`config.mk`:
```
export PLATFORM = sky130hd
export DESIGN_NAME = pulse_channel
export DESIGN_NICKNAME = d
export VERILOG_FILES = /design/src/verilog/apu_pkg.sv /design/src/verilog/pulse_reg_port.sv /design/src/verilog/pulse_envelope.sv /design/src/verilog/pulse_sweep.sv /design/src/verilog/pulse_sequencer.sv /design/src/verilog/pulse_length_counter.sv /design/src/verilog/pulse_sample_out.sv /design/src/verilog/pulse_channel.sv
export SDC_FILE = /design/constraint.sdc
export NUM_CORES = 1
export LEC_CHECK = 0
export ABC_CLOCK_PERIOD_IN_PS = 5270
export BUFFER_PORTS_ARGS = -buffer_cell sky130_fd_sc_hd__buf_2
export CORE_ASPECT_RATIO = 0.5
export CORE_MARGIN = 4
export CORE_UTILIZATION = 45
export DETAILED_ROUTE_END_ITERATION = 6
export HOLD_SLACK_MARGIN = 0.06
export PLACE_DENSITY = 0.64
export SLEW_MARGIN = 20
export SYNTH_ARGS = -nofsm -noshare
export SYNTH_HDL_FRONTEND = slang
export SYNTH_SLANG_ARGS = --single-unit
```
`constraint.sdc`:
```
create_clock -name timer_clk -period 5.27 [get_ports timer_clk]
set_input_delay 1.054 -clock timer_clk [delete_from_list [all_inputs] [get_ports timer_clk]]
set_output_delay 1.054 -clock timer_clk [all_outputs]
set_load 0.03 [all_outputs]
```
`src/verilog/apu_pkg.sv`:
```
package apu_pkg;

	// Register map of the pulse channel
	localparam logic [1:0] REG_CTRL  = 2'd0;
	localparam logic [1:0] REG_SWEEP = 2'd1;
	localparam logic [1:0] REG_TLO   = 2'd2;
	localparam logic [1:0] REG_THI   = 2'd3;

	localparam int PERIOD_W = 11;
	localparam int VOL_W    = 4;

	// Bit n is the gate value at sequencer step n
	localparam logic [7:0] DUTY_TABLE [4] = '{
		8'b1000_0000,
		8'b1100_0000,
		8'b1111_0000,
		8'b0011_1111
	};

	// Length counter load values, indexed by the 5-bit field of REG_THI
	localparam logic [7:0] LENGTH_TABLE [32] = '{
		8'd10,  8'd254,
		8'd20,  8'd2,
		8'd40,  8'd4,
		8'd80,  8'd6,
		8'd160, 8'd8,
		8'd60,  8'd10,
		8'd14,  8'd12,
		8'd26,  8'd14,
		8'd12,  8'd16,
		8'd24,  8'd18,
		8'd48,  8'd20,
		8'd96,  8'd22,
		8'd192, 8'd24,
		8'd72,  8'd26,
		8'd16,  8'd28,
		8'd32,  8'd30
	};

	// Shorter periods are above the audible range
	localparam logic [PERIOD_W-1:0] MIN_PERIOD = 11'd8;

	typedef enum logic [1:0] {
		ENV_IDLE,
		ENV_START,
		ENV_RUN
	} env_state_e;

endpackage

```
`src/verilog/pulse_reg_port.sv`:
```
`timescale 1ns/1ns

module pulse_reg_port import apu_pkg::*; (
	input  logic                timer_clk,
	input  logic                n_reset,
	input  logic                wr_en,
	input  logic [1:0]          wr_addr,
	input  logic [7:0]          wr_data,
	output logic [1:0]          duty,
	output logic                lc_halt,
	output logic                const_vol,
	output logic [VOL_W-1:0]    vol,
	output logic                swp_en,
	output logic [2:0]          swp_period,
	output logic                swp_neg,
	output logic [2:0]          swp_shift,
	output logic [PERIOD_W-1:0] timer_load_period,
	output logic [4:0]          lc_index,
	output logic                hi_write,
	output logic                sweep_write
);

	logic [7:0] reg_ctrl;
	logic [7:0] reg_sweep;
	logic [7:0] reg_tlo;
	logic [7:0] reg_thi;

	always_ff @(posedge timer_clk, negedge n_reset) begin
		if (!n_reset) begin
			reg_ctrl    <= 8'h00;
			reg_sweep   <= 8'h00;
			reg_tlo     <= 8'h00;
			reg_thi     <= 8'h00;
			hi_write    <= 1'b0;
			sweep_write <= 1'b0;
		end else begin
			hi_write    <= wr_en && wr_addr == REG_THI;
			sweep_write <= wr_en && wr_addr == REG_SWEEP;
			if (wr_en) begin
				case (wr_addr)
					REG_CTRL:  reg_ctrl  <= wr_data;
					REG_SWEEP: reg_sweep <= wr_data;
					REG_TLO:   reg_tlo   <= wr_data;
					REG_THI:   reg_thi   <= wr_data;
					default:   reg_ctrl  <= reg_ctrl;
				endcase
			end
		end
	end

	// Duty and envelope
	assign duty      = reg_ctrl[7:6];
	assign lc_halt   = reg_ctrl[5];
	assign const_vol = reg_ctrl[4];
	assign vol       = reg_ctrl[3:0];

	assign swp_en     = reg_sweep[7];
	assign swp_period = reg_sweep[6:4];
	assign swp_neg    = reg_sweep[3];
	assign swp_shift  = reg_sweep[2:0];

	// Timer period spans the low byte and three bits of the high byte
	assign timer_load_period = {reg_thi[2:0], reg_tlo};
	assign lc_index          = reg_thi[7:3];

endmodule

```
`src/verilog/pulse_envelope.sv`:
```
`timescale 1ns/1ns

module pulse_envelope import apu_pkg::*; (
	input  logic             timer_clk,
	input  logic             n_reset,
	input  logic             qframe,
	input  logic             hi_write,
	input  logic             loop,
	input  logic             const_vol,
	input  logic [VOL_W-1:0] vol,
	output logic [VOL_W-1:0] env_level
);

	env_state_e       state;
	logic [VOL_W-1:0] divider;
	logic [VOL_W-1:0] decay;

	always_ff @(posedge timer_clk, negedge n_reset) begin
		if (!n_reset) begin
			state   <= ENV_IDLE;
			divider <= '0;
			decay   <= '0;
		end else if (hi_write) begin
			// Restart waits for the next quarter frame
			state <= ENV_START;
		end else if (qframe) begin
			case (state)
				ENV_START: begin
					state   <= ENV_RUN;
					decay   <= '1;
					divider <= vol;
				end
				ENV_RUN: begin
					if (divider == '0) begin
						divider <= vol;
						if (decay != '0)
							decay <= decay - 1'b1;
						else if (loop)
							decay <= '1;
					end else begin
						divider <= divider - 1'b1;
					end
				end
				default: begin
					// Not started yet, decay stays silent
					state <= ENV_IDLE;
				end
			endcase
		end
	end

	assign env_level = const_vol ? vol : decay;

endmodule

```
`src/verilog/pulse_sweep.sv`:
```
`timescale 1ns/1ns

module pulse_sweep import apu_pkg::*; #(
	parameter logic ones_comp = 1'b0
) (
	input  logic                timer_clk,
	input  logic                n_reset,
	input  logic                hframe,
	input  logic                hi_write,
	input  logic                sweep_write,
	input  logic [PERIOD_W-1:0] timer_load_period,
	input  logic                swp_en,
	input  logic [2:0]          swp_period,
	input  logic                swp_neg,
	input  logic [2:0]          swp_shift,
	output logic [PERIOD_W-1:0] period,
	output logic                sweep_mute
);

	logic [PERIOD_W-1:0] shifted;
	logic [PERIOD_W-1:0] target;
	logic                carry;
	logic                ovf;
	logic                apply;
	logic [2:0]          divider;
	logic                reload;

	// Negate mode adds the inverted shift, plus one on the two's complement variant
	assign shifted = period >> swp_shift;
	assign {carry, target} = {1'b0, period}
		+ {1'b0, shifted ^ {PERIOD_W{swp_neg}}}
		+ {{PERIOD_W{1'b0}}, swp_neg & ~ones_comp};

	// Missing carry on a subtract is an underflow
	assign ovf        = swp_neg ^ carry;
	assign sweep_mute = ~swp_neg & carry;

	assign apply = swp_en && divider == 3'd0 && swp_shift != 3'd0 && !ovf;

	always_ff @(posedge timer_clk, negedge n_reset) begin
		if (!n_reset) begin
			period <= '0;
		end else if (hi_write) begin
			period <= timer_load_period;
		end else if (hframe && apply) begin
			period <= target;
		end
	end

	always_ff @(posedge timer_clk, negedge n_reset) begin
		if (!n_reset) begin
			divider <= 3'd0;
			reload  <= 1'b0;
		end else begin
			if (hframe) begin
				if (divider == 3'd0 || reload)
					divider <= swp_period;
				else
					divider <= divider - 3'd1;
			end
			// A register write during the frame strobe keeps the flag
			if (sweep_write)
				reload <= 1'b1;
			else if (hframe)
				reload <= 1'b0;
		end
	end

endmodule

```
`src/verilog/pulse_sequencer.sv`:
```
`timescale 1ns/1ns

module pulse_sequencer import apu_pkg::*; (
	input  logic                timer_clk,
	input  logic                n_reset,
	input  logic [PERIOD_W-1:0] period,
	input  logic                hi_write,
	input  logic [1:0]          duty,
	output logic                step_pulse,
	output logic                wave_bit
);

	logic                tick;
	logic [PERIOD_W-1:0] timer_cnt;
	logic [2:0]          step;
	logic                expire;

	// APU tick at half the clock rate
	always_ff @(posedge timer_clk, negedge n_reset) begin
		if (!n_reset)
			tick <= 1'b0;
		else
			tick <= ~tick;
	end

	assign expire = tick && timer_cnt == '0;

	always_ff @(posedge timer_clk, negedge n_reset) begin
		if (!n_reset) begin
			timer_cnt <= '0;
		end else if (tick) begin
			if (timer_cnt == '0)
				timer_cnt <= period;
			else
				timer_cnt <= timer_cnt - 1'b1;
		end
	end

	// Step counts down and wraps from 0 to 7
	always_ff @(posedge timer_clk, negedge n_reset) begin
		if (!n_reset) begin
			step <= 3'd0;
		end else if (hi_write) begin
			step <= 3'd0;
		end else if (expire) begin
			step <= step - 3'd1;
		end
	end

	assign step_pulse = expire;
	assign wave_bit   = DUTY_TABLE[duty][step];

endmodule

```
`src/verilog/pulse_length_counter.sv`:
```
`timescale 1ns/1ns

module pulse_length_counter import apu_pkg::*; (
	input  logic       timer_clk,
	input  logic       n_reset,
	input  logic       hframe,
	input  logic       hi_write,
	input  logic [4:0] lc_index,
	input  logic       halt,
	output logic       lc_gate
);

	logic [7:0] count;
	logic [7:0] load_value;
	logic       count_down;

	assign load_value = LENGTH_TABLE[lc_index];

	// Halt freezes the count, it does not clear it
	assign count_down = hframe && !halt && count != 8'd0;

	always_ff @(posedge timer_clk, negedge n_reset) begin
		if (!n_reset) begin
			count <= 8'd0;
		end else if (hi_write) begin
			count <= load_value;
		end else if (count_down) begin
			count <= count - 8'd1;
		end
	end

	assign lc_gate = count != 8'd0;

endmodule

```
`src/verilog/pulse_sample_out.sv`:
```
`timescale 1ns/1ns

module pulse_sample_out import apu_pkg::*; (
	input  logic                timer_clk,
	input  logic                n_reset,
	input  logic                step_pulse,
	input  logic                wave_bit,
	input  logic [VOL_W-1:0]    env_level,
	input  logic                lc_gate,
	input  logic [PERIOD_W-1:0] period,
	input  logic                sweep_mute,
	input  logic                sample_ready,
	output logic [VOL_W-1:0]    sample,
	output logic                sample_valid
);

	logic             gate;
	logic [VOL_W-1:0] level;
	logic             capture;

	// Any one of the four sources silences the channel
	assign gate  = wave_bit && lc_gate && period >= MIN_PERIOD && !sweep_mute;
	assign level = gate ? env_level : '0;

	// Step pulses arriving under back-pressure are lost
	assign capture = step_pulse && (!sample_valid || sample_ready);

	always_ff @(posedge timer_clk, negedge n_reset) begin
		if (!n_reset)
			sample_valid <= 1'b0;
		else if (capture)
			sample_valid <= 1'b1;
		else if (sample_ready)
			sample_valid <= 1'b0;
	end

	always_ff @(posedge timer_clk) begin
		if (capture)
			sample <= level;
	end

endmodule

```
`src/verilog/pulse_channel.sv`:
```
`timescale 1ns/1ns

module pulse_channel import apu_pkg::*; #(
	parameter logic ones_comp = 1'b0
) (
	input  logic             timer_clk,
	input  logic             n_reset,
	input  logic             wr_en,
	input  logic [1:0]       wr_addr,
	input  logic [7:0]       wr_data,
	input  logic             qframe,
	input  logic             hframe,
	output logic [VOL_W-1:0] sample,
	output logic             sample_valid,
	input  logic             sample_ready,
	output logic             active
);

	logic [1:0]          duty;
	logic                lc_halt;
	logic                const_vol;
	logic [VOL_W-1:0]    vol;
	logic                swp_en;
	logic [2:0]          swp_period;
	logic                swp_neg;
	logic [2:0]          swp_shift;
	logic [PERIOD_W-1:0] timer_load_period;
	logic [4:0]          lc_index;
	logic                hi_write;
	logic                sweep_write;
	logic [PERIOD_W-1:0] period;
	logic                sweep_mute;
	logic                step_pulse;
	logic                wave_bit;
	logic [VOL_W-1:0]    env_level;
	logic                lc_gate;

	pulse_reg_port u_reg_port (.*);

	// Length halt doubles as envelope loop
	pulse_envelope u_envelope (
		.loop(lc_halt),
		.*
	);

	pulse_sweep #(.ones_comp(ones_comp)) u_sweep (.*);

	pulse_sequencer u_sequencer (.*);

	pulse_length_counter u_length (
		.halt(lc_halt),
		.*
	);

	pulse_sample_out u_sample_out (.*);

	assign active = lc_gate;

endmodule

```
==> impl_metrics.py <==
metrics = {
    "run_status": {
        "status": "finished, final reports clean",
    },
    "synth": {
        "yosys_most_used_dff": "dfrtp_1",
        "synth-xor-area-share_pct": 3.409,
        "post_synth_and_or_nand_nor_area_fraction_pct": 17.00,
        "synth_cell_types": 59,
        "synth-compound-area-share_pct": 16.51,
        "synth_top_family_by_area": "simple AND/OR/NAND/NOR gates",
        "postSynthCellCount": 590,
        "ys_seq_elements": 87,
        "synth.area.mux_share_pct": 11.15,
        "ys_seq_area_share_pct": 40.72,
        "yosys-top-cells-area": "dfrtp_1 (38%), ha_1 (6.7%), mux2_2 (5.4%)",
        "yosys_warnings": 0,
        "synth_edf_count": 4,
        "syn_area_per_cell_um2": 9.144,
        "yosysTopAreaCellShare_pct": 38.50,
        "mappedNetlistArea_um2": 5395,
        "synthArstFlopShare_pct": 95.40,
        "synth_most_common_cell": "dfrtp_1",
        "yosysTopAreaCell": "dfrtp_1",
        "yosys.area_share.adder_pct": 7.096,
        "syn-num-nets": 636,
        "synth_common_cells": "dfrtp_1 (83), nand2_1 (71), nor2_1 (55)",
    },
    "layout": {
        "area_growth_pct": 10.39,
        "diodes": 0,
        "drive_above_1_share_pct": 12.34,
        "fin_util_pct": 52.47,
        "nets": 649,
        "fillers": 1071,
    },
    "clock_network": {
        "clock_sinks": 87,
        "clockBufferDepth": 2,
        "cts_setup_buffers": 0,
        "clk_latency_ns": 0.34,
        "cts_tree": "built",
        "holdBufCountCts": 0,
        "cts-htree-levels": 3,
        "clk_pin_slew_worst_paths_ns": 0.06,
        "root_buffer": "clkbuf_16",
        "ctsResizeCount": 0,
        "cts_made_buffers": 9,
    },
    "sta": {
        "fmax_ghz": 0.2096,
        "setup_viol": 0,
        "whs_ns": 0.4418,
        "setup-tns-final_ns": 0,
        "hold_violations": 0,
        "slew_viol_final": 0,
        "relSlewSlack_pct": 54.07,
        "period_minus_slack_ns": 4.771,
        "grt_setup_unrepaired": "false",
        "min_period_over_period_pct": 90.53,
        "fin_ws_ns": 0.4988,
        "fin_skew_ns": 0.005052,
        "worst_pin_slew_ns": 0.6890,
    },
    "detailed_routing": {
        "detail-route-antenna-nets": 0,
        "vias_per_cell": 5.565,
        "drcViolationCount": 0,
        "routed-via-count": 4268,
        "dr.pass1.iters": 5,
        "wl_mm": 11.97,
        "drt-initial-drc-count": 195,
        "routedWlPerCell_um": 15.60,
    },
    "worst_setup_path": {
        "crit_arrival_ns": 5.05,
        "critPathMaxStageDelay_ns": 0.79,
        "worstSetupStartpointType": "flop",
        "endpoint_kind": "flop",
        "crit_family": "simple AND/OR/NAND/NOR gates",
        "crit_buf_inv": 0,
        "crit_chain": "mux2i_1 > nand2_1 > o21ai_0 > mux2_2 > xnor2_1 > ha_1 > a21o_1 > a21o_1 > a21oi_1 > o21ai_0 > a41o_1 > a211oi_1 > nor2_1 > ha_1 > nand3_1 > or3_1 > or4_1 > nand3_1",
        "cp_max_fo": 17,
        "crit_type": "flop to flop",
        "cp_data_required_time_ns": 5.55,
        "crit_path_top_delay_cell": "dfrtp_1",
    },
    "floorplanning": {
        "rows": 27,
        "ios": 22,
        "core_area_um2": 11350,
        "die_h_um": 85.43,
        "dieArea_um2": 13910,
        "die_w_um": 162.9,
        "initial_core_util_pct": 47.53,
    },
    "placed_design": {
        "gp_congestion": 0.8323,
        "dp_hpwl_mm": 8.728,
        "port_buffers": 21,
        "post-place-ws_ns": 0.5595,
    },
    "global_routing": {
        "track_usage_pct": 18.33,
        "grt_max_degree": 43,
        "grt_pass1_wl_mm": 20.60,
        "antenna_found_initial": 0,
        "grt_pass1_vias": 4088,
        "grt_overflow": 0,
    },
    "power": {
        "vdd_drop_max_v": 0.0002471,
        "cellPowerDensity_nw_per_um2": 527.1,
        "leakagePower_nw": 2.652,
        "p_total_w": 0.003139,
    },
    "flow_run": {
        "drv_cap": 0,
    },
    "worst_hold_path": {
        "holdCritPathClass": "flop to flop",
    },
}
==> report_power, final <==
part | internal (W) | switching (W) | total [W]
Combinational | 0.000617 | 0.000706 | 0.00132
Sequential | 0.000860 | 0.000265 | 0.00112
Clock | 0.000416 | 0.000276 | 0.000692
Total | 0.00189 | 0.00125 | 0.00314
==> registers in the layout, indices dropped and copies added (netlist names) <==
register,count
u_sweep.period,11
u_sequencer.tick,1
u_envelope.divider,4
u_reg_port.reg_thi,8
u_reg_port.hi_write,1
u_reg_port.reg_tlo,8
u_sweep.divider,3
u_envelope.decay,4
u_reg_port.reg_ctrl,8
u_sample_out.sample_valid,1
u_length.count,8
u_reg_port.reg_sweep,8
u_sequencer.step,3
u_sweep.reload,1
u_sample_out.sample,4
u_reg_port.sweep_write,1
u_sequencer.timer_cnt,11
u_envelope.state,2
==> cells by family after synthesis <==
family / Yosys count
adders and majority gates: 30
buffers and inverters: 56
xor gates and xnor gates: 21
muxes: 54
AOI/OAI and AO/OA: 143
DFF: 87
and+or+nand+nor: 199
==> worst reg2reg max path, stage by stage (launching register included) <==
cell and delay [ns]:
dfrtp_1 0.79, mux2i_1 0.24, nand2_1 0.10, o21ai_0 0.08, mux2_2 0.29, xnor2_1 0.13
ha_1 0.33, a21o_1 0.19, a21o_1 0.16, a21oi_1 0.16, o21ai_0 0.11, a41o_1 0.23
a211oi_1 0.24, nor2_1 0.08, ha_1 0.27, nand3_1 0.07, or3_1 0.55, or4_1 0.60
nand3_1 0.09
==> final timing paths <==
| kind | start | endpoint | slack [ns] | depth (start not counted) |
|---|---|---|---|---|
| hold / removal | u_reg_port.sweep_write$_DFF_PN0_ | u_sweep.reload$_DFFE_PN0P_ | 0.44 | 1 |
| max in group asynchronous | n_reset | u_reg_port.reg_thi[3]$_DFFE_PN0P_ | 3.62 | 2 |
| min in group asynchronous | n_reset | u_reg_port.reg_thi[6]$_DFFE_PN0P_ | 0.71 | 1 |
| setup reg to reg | u_reg_port.reg_sweep[1]$_DFFE_PN0P_ | u_sweep.period[10]$_DFFE_PN0P_ | 0.50 | 18 |
| setup / recovery | u_reg_port.reg_sweep[1]$_DFFE_PN0P_ | u_sweep.period[10]$_DFFE_PN0P_ | 0.50 | 18 |
| hold reg to reg | u_reg_port.sweep_write$_DFF_PN0_ | u_sweep.reload$_DFFE_PN0P_ | 0.44 | 1 |
==> metrics by stage <==
stage	cell area [um2]	instances
floorplan	5395	590
global placement	5634	751
detailed placement	5634	751
CTS	5956	767
global route	5956	767
finish	5956	767
==> metal layers <==
| layer | wire [um] | global-route usage [%] | vias up | part of all wire (%) |
|---|---|---|---|---|
| met5 | 0 | 0 | - | 0 |
| met4 | 131 | 4.718 | 0 | 1.1 |
| met3 | 427 | 3.493 | 14 | 3.6 |
| met2 | 5384 | 28.83 | 74 | 45 |
| met1 | 6024 | 26.14 | 2064 | 50 |
| li1 | - | - | 2116 | - |
==> cell type report <==
type | count | area (um2) | area share [%]
multi-input combinational | 447 | 2977 | 49.98
clock buffer | 9 | 225.2 | 3.782
clock inverter | 7 | 96.34 | 1.618
inverter | 33 | 123.9 | 2.080
timing repair buffer | 25 | 137.6 | 2.311
sequential | 87 | 2197 | 36.89
tap | 159 | 198.9 | 3.340
==> layout by cell type, fill, tap and decap left out, types with 8 or more instances in the layout <==
master / synthesis / final
mux2_2: 26 / 26
xnor2_1: 16 / 16
inv_1: 31 / 31
nor3_1: 20 / 20
nor2_1: 55 / 55
mux2i_1: 26 / 26
a21oi_1: 41 / 41
buf_2: 3 / 20
o21ai_0: 46 / 46
ha_1: 29 / 29
nand3_1: 12 / 12
clkbuf_16: 0 / 9
nand2_1: 71 / 71
nor2b_1: 8 / 8
dfrtp_1: 83 / 83
(Power assumes the default switching activity.)
